**src/core_pkg.sv**
```systemverilog
`default_nettype none

package core_pkg;

    // Register naming of the core
    localparam int ARCH_REGS = 32;  // Architectural registers seen by software
    localparam int PREGS     = 48;  // Physical registers behind the rename map

    // Architectural register index, 0 to 31
    typedef logic [4:0] arch_reg_t;

    // Physical register tag, 0 to 47
    typedef logic [5:0] phys_reg_t;

endpackage

`default_nettype wire

```
**src/rob_pkg.sv**
```systemverilog
`default_nettype none

package rob_pkg;

    localparam int QUEUE_DEPTH  = 24;  // Retire queue slots, also initial credits
    localparam int COMMIT_WIDTH = 2;   // Retirements per cycle

    typedef logic [4:0] queue_ptr_t;  // Head, tail and occupancy
    typedef logic [1:0] credit_t;     // Credits handed back per cycle

endpackage

`default_nettype wire

```
**src/free_list.sv**
```systemverilog
`timescale 1ns/1ps
`default_nettype none

module free_list #(
    parameter int PHYS_REGS  = core_pkg::PREGS,
    parameter int FREE_PORTS = rob_pkg::COMMIT_WIDTH
)(
    input  wire logic                  clk,
    input  wire logic                  reset,
    input  wire logic                  alloc_en,
    input  wire logic [FREE_PORTS-1:0] free_en,
    input  wire core_pkg::phys_reg_t   free_phys [FREE_PORTS],
    output core_pkg::phys_reg_t        alloc_phys,
    output logic                       alloc_valid
);

    logic [PHYS_REGS-1:0] free_mask;    // 1 = free
    logic [PHYS_REGS-1:0] merged_mask;  // Mask with this cycle's frees applied
    logic [PHYS_REGS-1:0] next_mask;
    logic                 pick_found;
    core_pkg::phys_reg_t  pick_idx;

    // Frees go in first so a tag retired this cycle can be handed out again
    always_comb begin
        merged_mask = free_mask;
        for (int j = 0; j < FREE_PORTS; j++) begin
            if (free_en[j]) merged_mask[free_phys[j]] = 1'b1;
        end

        // Priority search, lowest free index wins
        pick_found = 1'b0;
        pick_idx   = '0;
        for (int i = 0; i < PHYS_REGS; i++) begin
            if (merged_mask[i] && !pick_found) begin
                pick_found = 1'b1;
                pick_idx   = core_pkg::phys_reg_t'(i);
            end
        end

        next_mask = merged_mask;
        if (alloc_en && pick_found) next_mask[pick_idx] = 1'b0;  // Claim it
    end

    always_ff @(posedge clk or posedge reset) begin
        if (reset) begin
            for (int i = 0; i < PHYS_REGS; i++) begin
                free_mask[i] <= (i >= core_pkg::ARCH_REGS);  // Identity-mapped regs are busy
            end
            alloc_valid <= 1'b0;
        end else begin
            free_mask   <= next_mask;
            alloc_valid <= alloc_en && pick_found;  // Low on a dry pool
        end
    end

    // Claimed tag, qualified by alloc_valid
    always_ff @(posedge clk) begin
        if (alloc_en) alloc_phys <= pick_idx;
    end

endmodule

`default_nettype wire

```
**src/rename_core.sv**
```systemverilog
`timescale 1ns/1ps
`default_nettype none

module rename_core (
    input  wire logic                clk,
    input  wire logic                reset,
    input  wire logic                rename_req,
    input  wire core_pkg::arch_reg_t src1_arch,
    input  wire core_pkg::arch_reg_t src2_arch,
    input  wire core_pkg::arch_reg_t dest_arch,
    input  wire logic [1:0]          commit_count,
    output logic                     rename_done,
    output logic                     rename_fail,
    output core_pkg::phys_reg_t      src1_phys,
    output core_pkg::phys_reg_t      src2_phys,
    output core_pkg::phys_reg_t      dest_phys,
    output core_pkg::phys_reg_t      old_phys,
    output logic [1:0]               retire_valid,
    output core_pkg::phys_reg_t      retired_old_phys0,
    output core_pkg::phys_reg_t      retired_old_phys1,
    output rob_pkg::credit_t         credit_return
);

    logic                req_q;        // Request seen last cycle
    logic                alloc_valid;
    core_pkg::phys_reg_t alloc_phys;
    core_pkg::arch_reg_t pending_arch;
    core_pkg::phys_reg_t free_phys [rob_pkg::COMMIT_WIDTH];

    always_ff @(posedge clk or posedge reset) begin
        if (reset) req_q <= 1'b0;
        else req_q <= rename_req;
    end

    assign rename_done = alloc_valid;             // Only set after a request
    assign rename_fail = req_q && !alloc_valid;   // Pool was empty
    assign free_phys[0] = retired_old_phys0;
    assign free_phys[1] = retired_old_phys1;

    free_list u_free_list (
        .clk         (clk),
        .reset       (reset),
        .alloc_en    (rename_req),
        .free_en     (retire_valid),
        .free_phys   (free_phys),
        .alloc_phys  (alloc_phys),
        .alloc_valid (alloc_valid)
    );

    rename_map u_rename_map (
        .clk          (clk),
        .reset        (reset),
        .src1_arch    (src1_arch),
        .src2_arch    (src2_arch),
        .dest_arch    (dest_arch),
        .lookup_en    (rename_req),
        .alloc_phys   (alloc_phys),
        .alloc_valid  (alloc_valid),
        .src1_phys    (src1_phys),
        .src2_phys    (src2_phys),
        .dest_phys    (dest_phys),
        .old_phys     (old_phys),
        .pending_arch (pending_arch)
    );

    // Successful renames enter the queue in the cycle they are reported
    retire_queue u_retire_queue (
        .clk           (clk),
        .reset         (reset),
        .push          (rename_done),
        .push_arch     (pending_arch),
        .push_old_phys (old_phys),
        .rename_fail   (rename_fail),
        .commit_count  (commit_count),
        .free_en       (retire_valid),
        .free_phys0    (retired_old_phys0),
        .free_phys1    (retired_old_phys1),
        .credit_return (credit_return)
    );

endmodule

`default_nettype wire

```
**src/rename_map.sv**
```systemverilog
`timescale 1ns/1ps
`default_nettype none

module rename_map (
    input  wire logic                clk,
    input  wire logic                reset,
    input  wire core_pkg::arch_reg_t src1_arch,
    input  wire core_pkg::arch_reg_t src2_arch,
    input  wire core_pkg::arch_reg_t dest_arch,
    input  wire logic                lookup_en,
    input  wire core_pkg::phys_reg_t alloc_phys,
    input  wire logic                alloc_valid,
    output core_pkg::phys_reg_t      src1_phys,
    output core_pkg::phys_reg_t      src2_phys,
    output core_pkg::phys_reg_t      dest_phys,
    output core_pkg::phys_reg_t      old_phys,
    output core_pkg::arch_reg_t      pending_arch
);

    core_pkg::phys_reg_t map_q [core_pkg::ARCH_REGS];  // Speculative arch -> phys map
    core_pkg::phys_reg_t src1_next;
    core_pkg::phys_reg_t src2_next;
    core_pkg::phys_reg_t old_next;

    // Table read, overridden by the write still in flight from last cycle
    function automatic core_pkg::phys_reg_t bypass_read(
        input core_pkg::arch_reg_t arch,
        input core_pkg::phys_reg_t table_tag,
        input core_pkg::arch_reg_t wr_arch,
        input logic                wr_en,
        input core_pkg::phys_reg_t wr_tag
    );
        if (wr_en && (arch == wr_arch)) bypass_read = wr_tag;
        else bypass_read = table_tag;
    endfunction

    assign src1_next = bypass_read(src1_arch, map_q[src1_arch], pending_arch,
                                   alloc_valid, alloc_phys);
    assign src2_next = bypass_read(src2_arch, map_q[src2_arch], pending_arch,
                                   alloc_valid, alloc_phys);
    assign old_next  = bypass_read(dest_arch, map_q[dest_arch], pending_arch,
                                   alloc_valid, alloc_phys);

    assign dest_phys = alloc_phys;  // New tag comes straight from the free list

    // Map update lands one cycle after the lookup, once allocation is known
    always_ff @(posedge clk or posedge reset) begin
        if (reset) begin
            for (int i = 0; i < core_pkg::ARCH_REGS; i++) begin
                map_q[i] <= core_pkg::phys_reg_t'(i);  // Identity mapping
            end
        end else if (alloc_valid) begin
            map_q[pending_arch] <= alloc_phys;
        end
    end

    // Lookup results and the destination to be written next cycle
    always_ff @(posedge clk) begin
        if (lookup_en) begin
            src1_phys    <= src1_next;
            src2_phys    <= src2_next;
            old_phys     <= old_next;
            pending_arch <= dest_arch;
        end
    end

endmodule

`default_nettype wire

```
**src/retire_queue.sv**
```systemverilog
`timescale 1ns/1ps
`default_nettype none

module retire_queue (
    input  wire logic                clk,
    input  wire logic                reset,
    input  wire logic                push,
    input  wire core_pkg::arch_reg_t push_arch,
    input  wire core_pkg::phys_reg_t push_old_phys,
    input  wire logic                rename_fail,
    input  wire logic [1:0]          commit_count,
    output logic [1:0]               free_en,
    output core_pkg::phys_reg_t      free_phys0,
    output core_pkg::phys_reg_t      free_phys1,
    output rob_pkg::credit_t         credit_return
);

    // Entry word is {dest arch, old phys}
    typedef logic [$bits(core_pkg::arch_reg_t)+$bits(core_pkg::phys_reg_t)-1:0] entry_t;

    entry_t              mem [rob_pkg::QUEUE_DEPTH];
    rob_pkg::queue_ptr_t head_q;
    rob_pkg::queue_ptr_t tail_q;
    rob_pkg::queue_ptr_t head_p1;  // Second oldest slot
    rob_pkg::queue_ptr_t head_next;
    entry_t              entry0;
    entry_t              entry1;

    // Circular increment over a depth that is not a power of two
    function automatic rob_pkg::queue_ptr_t ptr_inc(input rob_pkg::queue_ptr_t p);
        if (p == rob_pkg::queue_ptr_t'(rob_pkg::QUEUE_DEPTH - 1)) ptr_inc = '0;
        else ptr_inc = p + 1'b1;
    endfunction

    assign head_p1 = ptr_inc(head_q);

    always_comb begin
        case (commit_count)
            2'd1:    head_next = head_p1;
            2'd2:    head_next = ptr_inc(head_p1);
            default: head_next = head_q;  // 3 is never requested
        endcase
    end

    // Two oldest entries offered to the free list
    assign entry0     = mem[head_q];
    assign entry1     = mem[head_p1];
    assign free_phys0 = entry0[$bits(core_pkg::phys_reg_t)-1:0];
    assign free_phys1 = entry1[$bits(core_pkg::phys_reg_t)-1:0];
    assign free_en[0] = (commit_count != 2'd0);
    assign free_en[1] = (commit_count == 2'd2);

    // One credit per retired entry, plus one for a dropped rename
    assign credit_return = rob_pkg::credit_t'(commit_count) + rob_pkg::credit_t'(rename_fail);

    always_ff @(posedge clk or posedge reset) begin
        if (reset) begin
            head_q <= '0;
            tail_q <= '0;
        end else begin
            head_q <= head_next;
            if (push) tail_q <= ptr_inc(tail_q);
        end
    end

    // Entry write at the tail
    always_ff @(posedge clk) begin
        if (push) mem[tail_q] <= {push_arch, push_old_phys};
    end

endmodule

`default_nettype wire

```
**config.mk**
```make
export PLATFORM = sky130hd
export DESIGN_NAME = rename_core
export DESIGN_NICKNAME = d
export VERILOG_FILES = /design/src/core_pkg.sv /design/src/rob_pkg.sv /design/src/free_list.sv /design/src/rename_core.sv /design/src/rename_map.sv /design/src/retire_queue.sv
export SDC_FILE = /design/constraint.sdc
export NUM_CORES = 1
export LEC_CHECK = 0
export BUFFER_PORTS_ARGS = -buffer_cell sky130_fd_sc_hd__buf_2
export CELL_PAD_IN_SITES_DETAIL_PLACEMENT = 2
export CELL_PAD_IN_SITES_GLOBAL_PLACEMENT = 2
export CORE_MARGIN = 10
export CORE_UTILIZATION = 45
export CTS_CLUSTER_SIZE = 24
export DETAILED_ROUTE_END_ITERATION = 10
export GPL_TIMING_DRIVEN = 0
export PLACE_DENSITY_LB_ADDON = 0.1
export SLEW_MARGIN = 10
export SYNTH_ARGS = -nofsm -noshare
export SYNTH_HDL_FRONTEND = slang
export SYNTH_SLANG_ARGS = --single-unit
```
**constraint.sdc**
```tcl
create_clock -name clk -period 13.4 [get_ports clk]
set_input_delay 1.34 -clock clk [delete_from_list [all_inputs] [get_ports clk]]
set_output_delay 1.34 -clock clk [all_outputs]
set_load 0.02 [all_outputs]
```
==> key figures, run 1 <==
Run status
  – Status: completed

Synth
  – Post-synth EDFFs: 173
  – Syn Area/Cell: 13.6 sq um
  – Most common cell in the netlist: mux4_2
  – Post-synth ARST share: 59.3%
  – Syn Std Cell Area: 0.0251 sq mm
  – FF+latch count, synth: 425
  – Post-synth cell types: 97
  – Synthesized Nets: 1879
  – Post-Synthesis Cells: 1850
  – Leading area contributor after synthesis: edfxtp_1
  – Post-synth top cells: 206 x mux4_2, 196 x mux2_2, 173 x edfxtp_1, 156 x dfrtp_1, 121 x nand2_1
  – Primary FF master, synth: edfxtp_1
  – Yosys warns: 0
  – Post-synthesis sequential area ratio: 46.3%
  – Synth area leaders: edfxtp_1 21%, mux4_2 19%, dfrtp_1 16%
  – Top cell type's share of synthesized area: 20.7%

Placement
  – PortBufs: 55
  – DP HPWL: 72000 microns
  – DP Area: 0.0264 sq mm
  – Pre-CTS setup slack: 5720 ps
  – Placed insts: 2655
  – Final GP Congestion: 0.942

Layout
  – Layout cells sized above 1: 37.4%
  – ANT cells: 0
  – Layout area overhead: 12.3%
  – Final #Nets: 1988
  – Core Util, Final: 51.1%
  – Fillers: 5248
  – Register area: 0.0116 sq mm
  – Final instance area: 0.0282 sq mm
  – Final Instance Count excl. Fillers: 2749
  – Area occupied by multi-input gates: 0.0128 sq mm

Timing
  – RSZ-0062 raised after global routing: no
  – Max Transition Viols Final: 0
  – Hold Worst Slack: 543 ps
  – Final Worst Setup Slack: 5260 ps
  – Post-route setup TNS: 0 ps
  – Endpoints failing hold: 0
  – Clock skew: 20.9 ps
  – Rel. slew slack: 14.2%
  – Min Tclk post-route: 8140 ps
  – Worst Tran Pin Value: 1290 ps
  – Setup violations, final: 0
  – Fmax: 123 MHz
  – Fin crit share: 60.8%

Global routing
  – First-pass GRT wire length: 148000 microns
  – Gr usage total: 30.3%
  – Initial antenna violation count: 2
  – Vias in the first global route: 20700
  – Pin count of the biggest net entering global routing: 107
  – Grt total ovfl: 0

CTS
  – Total CTS buffers: 50
  – Max clock buf depth: 3
  – CTS Hold Bufs: 0
  – CTS tree: built
  – Post-CTS setup repair buffer count: 0
  – Clock sinks: 425
  – Clk Tree Root Cell: clkbuf_16
  – Clock Latency Late Sink: 630 ps
  – Clock slew at reported path FFs: 70 ps
  – Post-CTS sizing: 0
  – H-tree depth: 2

Critical path
  – Critical Path AT: 8580 ps
  – Critical-path cell list: buf_4 -> inv_1 -> buf_2 -> buf_2 -> ha_1 -> buf_4 -> clkbuf_1 -> nand2_1 -> a211oi_1 -> o21ai_0 -> a311oi_1 -> nand2_1 -> inv_2 -> nand2_1 -> nor2_1 -> a221oi_1 -> o32ai_1 -> a21oi_1 -> and4b_1 -> a21oi_1 -> a2bb2oi_1
  – CP max FO: 10
  – Crit path largest cell delay: 890 ps
  – Critical path's slowest cell: a21oi_1
  – Critical path startpoint category: flip-flop
  – CP required: 13840 ps
  – Crit path capture type: flip-flop
  – Reg2reg setup slack: 5260 ps
  – Worst Path Class, Setup: flip-flop to flip-flop
  – Most frequent CP cell: nand2_1

Power
  – Static leakage: 10.6 nW
  – Peak VDD IR: 0.127 mV
  – P per Cell Area: 278 mW/mm^2
  – Design Power: 7.83 mW

Route
  – Post-DR wirelength/cell: 36.6 microns
  – Vias post-DR: 19200
  – Detailed-route DRC error count: 0
  – Detailed-route vias per instance: 6.97
  – Detailed Route WL: 101000 microns
  – Drt pass-1 iters: 5
  – DRT iter0 DRCs: 1961
  – ANT nets after route: 0

Floorplan
  – Die area: 0.0656 sq mm
  – Initial core utilization: 45.5%
  – Row cnt: 86
  – CORE AREA: 0.0551 sq mm
  – Die W: 256 microns
  – IO Count: 62
  – Die Y-Extent: 256 microns

Worst hold path
  – Min-delay worst type: flip-flop to flip-flop

Job
  – Maximum capacitance violations: 0
[where the power goes]
part / internal [mW] / total [mW] / switching [mW]
sequential: 1.87 / 2.28 / 0.413
clock: 0.890 / 1.51 / 0.624
combinational: 1.39 / 4.04 / 2.65
total: 4.15 / 7.83 / 3.68
[final cells by class]
class | count | share of cell area (%)
inverters | 25 | 0.360
repair buffers | 57 | 1.17
flip-flops and latches | 425 | 41.3
clock inverters | 36 | 1.65
plain buffers | 138 | 2.26
clock buffers | 58 | 4.70
well taps | 748 | 3.32
multi-input cells | 1262 | 45.3
[registers in the layout, indices dropped and copies added (netlist names)]
register,cells
u_free_list.alloc_valid,1
u_retire_queue.tail_q,5
u_rename_map.src2_phys,6
u_free_list.alloc_phys,6
u_rename_map.pending_arch,5
u_retire_queue.mem,144
u_rename_map.old_phys,6
req_q,1
u_rename_map.src1_phys,6
u_retire_queue.head_q,5
u_rename_map.map_q,192
u_free_list.free_mask,48
[kinds of logic after synthesis]
group | after synthesis | share of synthesized area, %
and+or+nand+nor | 396 | 8.25
xor gates and xnor gates | 23 | 0.803
AOI/OAI and AO/OA | 339 | 10.2
buffers and inverters | 163 | 2.90
adders and majority gates | 9 | 0.449
DFF | 425 | 46.3
muxes | 495 | 31.0
[cells in the final DEF, fill, tap and decap left out, types with 42 or more instances in the layout]
cell type / instances
mux4_2: 206
mux2_2: 196
edfxtp_1: 173
dfrtp_1: 156
nand2_1: 121
dfstp_2: 96
mux2i_1: 93
nor2_1: 91
buf_2: 90
clkbuf_1: 71
clkbuf_16: 51
o21ai_0: 42
a31oi_1: 42
[final timing paths]
check | start | cells past startpoint | endpoint
max in group asynchronous | reset | 3 | u_free_list.free_mask[2]$_DFF_PP0_
hold reg to reg | u_retire_queue.tail_q[4]$_DFFE_PP0P_ | 1 | u_retire_queue.tail_q[4]$_DFFE_PP0P_
hold / removal | u_retire_queue.tail_q[4]$_DFFE_PP0P_ | 1 | u_retire_queue.tail_q[4]$_DFFE_PP0P_
setup / recovery | u_retire_queue.head_q[0]$_DFFE_PP0P_ | 21 | u_free_list.free_mask[5]$_DFF_PP0_
setup reg to reg | u_retire_queue.head_q[0]$_DFFE_PP0P_ | 21 | u_free_list.free_mask[5]$_DFF_PP0_
min in group asynchronous | reset | 2 | u_rename_map.map_q[171]$_DFFE_PP0P_
[layer usage]
| layer | GRT usage, % | vias up | routed length (microns) |
|---|---|---|---|
| met1 | 37.5 | 10100 | 38600 |
| li1 | - | 7645 | - |
| met2 | 50.4 | 1042 | 48800 |
| met3 | 4.80 | 326 | 7090 |
| met4 | 16.6 | 2 | 6250 |
| met5 | 0 | - | 7 |
[critical path: cells and delay by family, from the launching register on]
| family | cells | cell delay (ps) |
|---|---|---|
| and+or+nand+nor | 5 | 1850 |
| adders and majority gates | 1 | 250 |
| DFF | 1 | 400 |
| AOI/OAI and AO/OA | 8 | 2910 |
| buffers and inverters | 7 | 2520 |
Power figures use the tool's default switching activity.
==> inputs of run 2 (changes only) <==
--- a/config.mk
+++ b/config.mk
@@ -5,11 +5,12 @@
 export SDC_FILE = /design/constraint.sdc
 export NUM_CORES = 1
 export LEC_CHECK = 0
+export ABC_AREA = 1
 export BUFFER_PORTS_ARGS = -buffer_cell sky130_fd_sc_hd__buf_2
 export CELL_PAD_IN_SITES_DETAIL_PLACEMENT = 2
 export CELL_PAD_IN_SITES_GLOBAL_PLACEMENT = 2
 export CORE_MARGIN = 10
-export CORE_UTILIZATION = 45
+export CORE_UTILIZATION = 38
 export CTS_CLUSTER_SIZE = 24
 export DETAILED_ROUTE_END_ITERATION = 10
 export GPL_TIMING_DRIVEN = 0
==> constraint.sdc (replaced) <==
create_clock -name clk -period 7.5 [get_ports clk]
set_input_delay 0.75 -clock clk [delete_from_list [all_inputs] [get_ports clk]]
set_output_delay 0.75 -clock clk [all_outputs]
set_load 0.02 [all_outputs]
==> key figures, run 2 <==
Synth
  – Leading area contributor after synthesis: edfxtp_1
  – Post-synth ARST share: 59.3%
  – Primary FF master, synth: edfxtp_1
  – Post-synth top cells: 656 x o21ai_0, 532 x nand2_1, 392 x nor2_1, 300 x nand3_1, 286 x inv_1
  – Most common cell in the netlist: o21ai_0
  – Top cell type's share of synthesized area: 20.2%
  – Post-synth cell types: 55
  – Post-synth EDFFs: 173
  – Synth area leaders: edfxtp_1 20%, dfrtp_1 15%, o21ai_0 13%
  – FF+latch count, synth: 425
  – Yosys warns: 0
  – Syn Std Cell Area: 0.0257 sq mm
  – Post-synthesis sequential area ratio: 45.2%
  – Post-Synthesis Cells: 3383
  – Synthesized Nets: 3412
  – Syn Area/Cell: 7.60 sq um

Global routing
  – Initial antenna violation count: 13
  – Grt total ovfl: 0
  – Pin count of the biggest net entering global routing: 40
  – Vias in the first global route: 31100
  – First-pass GRT wire length: 228000 microns
  – Gr usage total: 40.2%

Timing
  – Fin crit share: 99.6%
  – Max Transition Viols Final: 0
  – Endpoints failing hold: 0
  – Worst Tran Pin Value: 1430 ps
  – Rel. slew slack: 4.92%
  – Fmax: 134 MHz
  – Final Worst Setup Slack: 32.3 ps
  – Min Tclk post-route: 7470 ps
  – Setup violations, final: 0
  – Clock skew: 41.4 ps

Floorplan
  – Row cnt: 95
  – Die area: 0.0784 sq mm
  – Initial core utilization: 38.3%
  – Die W: 280 microns
  – IO Count: 62
  – Die Y-Extent: 280 microns
  – CORE AREA: 0.0672 sq mm

Placement
  – Placed insts: 4326
  – DP HPWL: 115000 microns
  – PortBufs: 58
  – Pre-CTS setup slack: -829 ps
  – DP Area: 0.0273 sq mm
  – Final GP Congestion: 1.11

Critical path
  – Critical path buffer and inverter count: 7
  – Critical path's slowest cell: dfrtp_1
  – Critical path startpoint category: flip-flop
  – Critical path's top delay family: simple AND/OR/NAND/NOR gates
  – CP max FO: 19
  – Crit path largest cell delay: 410 ps
  – Crit path capture type: flip-flop
  – Critical Path AT: 8060 ps
  – Worst Path Class, Setup: flip-flop to flip-flop
  – CP required: 8100 ps

Route
  – DRT iter0 DRCs: 4377
  – Post-DR wirelength/cell: 37.2 microns
  – Detailed Route WL: 165000 microns
  – Detailed-route DRC error count: 0
  – Detailed-route vias per instance: 6.82
  – ANT nets after route: 0
  – Drt pass-1 iters: 6
  – Vias post-DR: 30300

Worst hold path
  – Min-delay worst type: input pin to async pin

CTS
  – Clk Tree Root Cell: clkbuf_16
  – Clock Latency Late Sink: 660 ps
  – Clock sinks: 425
  – CTS tree: built
  – H-tree depth: 2
  – Total CTS buffers: 51
  – Max clock buf depth: 3
  – Clock slew at reported path FFs: 70 ps

Layout
  – Layout area overhead: 14.5%
  – Final #Nets: 3550
  – Layout cells sized above 1: 12.1%
  – Commonest non-fill, non-tap cell in the layout: o21ai_0
  – Largest register by flop count: u_rename_map.map_q
  – Most frequent cells in the layout: 655 x o21ai_0, 523 x nand2_1, 386 x nor2_1
  – Final Instance Count excl. Fillers: 4443
  – Final instance area: 0.0294 sq mm
  – Max reg flops: 192
  – Regs by FF count: u_rename_map.map_q (192), u_retire_queue.mem (144), u_free_list.free_mask (48)

Power
  – Peak VDD IR: 0.540 mV
  – Static leakage: 12.0 nW
  – P per Cell Area: 505 mW/mm^2

Run status
  – Status: completed

Job
  – Maximum capacitance violations: 0
[run 2: cell count changes in the layout (fill, tap and decap cells not counted), moves of 110 or more]
cell / change
mux2_2: -196
nand3_1: +264
mux4_2: -206
o21ai_0: +613
a21oi_1: +180
nand2_1: +402
clkbuf_1: +110
inv_1: +266
nor2_1: +295
[run 2: stage by stage]
stage	utilization (%)	hold WS, ps	TNS [ps]	power [mW]
final	43.8	156	0	14.9
after floorplan	-	453	0	7.95
after CTS	43.3	167	0	14.0
after global routing	43.8	183	-15680	15.4
after detailed placement	40.6	480	-39180	11.1
after global placement	40.3	470	-18420	10.6
[run 2: layer usage]
| layer | up-vias | global-route usage, % | wire length [microns] |
|---|---|---|---|
| li1 | 11900 | - | - |
| met1 | 15500 | 52.8 | 64900 |
| met2 | 2204 | 59.5 | 70200 |
| met3 | 682 | 10.7 | 19600 |
| met4 | 2 | 22.1 | 10700 |
| met5 | - | 0 | 22 |
[run 2: repair_timing]
| action | 4_1_cts | 5_1_grt |
|---|---|---|
| gates resized for setup | 15 | 73 |
| pin swaps | 0 | 9 |
| hold buffers | 0 | 0 |
| setup buffers | 1 | 14 |
| hold endpoints to repair | 0 | 0 |
| gates cloned | 0 | 1 |
| endpoints found under the setup margin | 54 | 53 |
[run 2: area by class of cell]
| class | count | area, sq um |
|---|---|---|
| Fill cell | 7642 | 37700 |
| Multi-Input combinational cell | 2412 | 12000 |
| Sequential cell | 425 | 11600 |
| Clock buffer | 79 | 1570 |
| Buffer | 242 | 1200 |
| Inverter | 304 | 1160 |
| Tap cell | 873 | 1090 |
| Timing Repair Buffer | 85 | 598 |
| Clock inverter | 17 | 194 |
| Antenna cell | 6 | 15.0 |
[run 2: path summary, 6_finish.rpt]
check	slack, ps	from	to	cells past startpoint
max in group asynchronous	6140	reset	u_rename_map.map_q[24]$_DFFE_PP1P_	5
hold / removal	160	reset	u_free_list.free_mask[17]$_DFF_PP0_	2
setup reg to reg	30	u_retire_queue.head_q[0]$_DFFE_PP0P_	u_free_list.free_mask[44]$_DFF_PP1_	44
min in group clk	360	dest_arch[0]	u_rename_map.pending_arch[0]$_DFFE_PP_	1
hold reg to reg	500	u_rename_map.map_q[122]$_DFFE_PP0P_	u_rename_map.map_q[122]$_DFFE_PP0P_	2
setup / recovery	30	u_retire_queue.head_q[0]$_DFFE_PP0P_	u_free_list.free_mask[44]$_DFF_PP1_	44
[run 2: power by group]
group	switching (mW)	internal, mW
sequential	0.895	3.29
clock	1.18	1.52
combinational	5.88	2.12
[run 2: cell families (layout without fill, tap and decap cells)]
| logic type | after synthesis | after routing | synth area share, % |
|---|---|---|---|
| adder cells (fa/ha/maj) | 9 | 9 | 0.438 |
| AO/OA/AOI/OAI | 1079 | 1079 | 23.0 |
| buffers and inverters | 547 | 727 | 8.87 |
| XOR/XNOR | 4 | 4 | 0.136 |
| other | 0 | 6 | 0 |
| AND/OR/NAND/NOR | 1319 | 1320 | 22.3 |
| flip-flops | 425 | 425 | 45.2 |
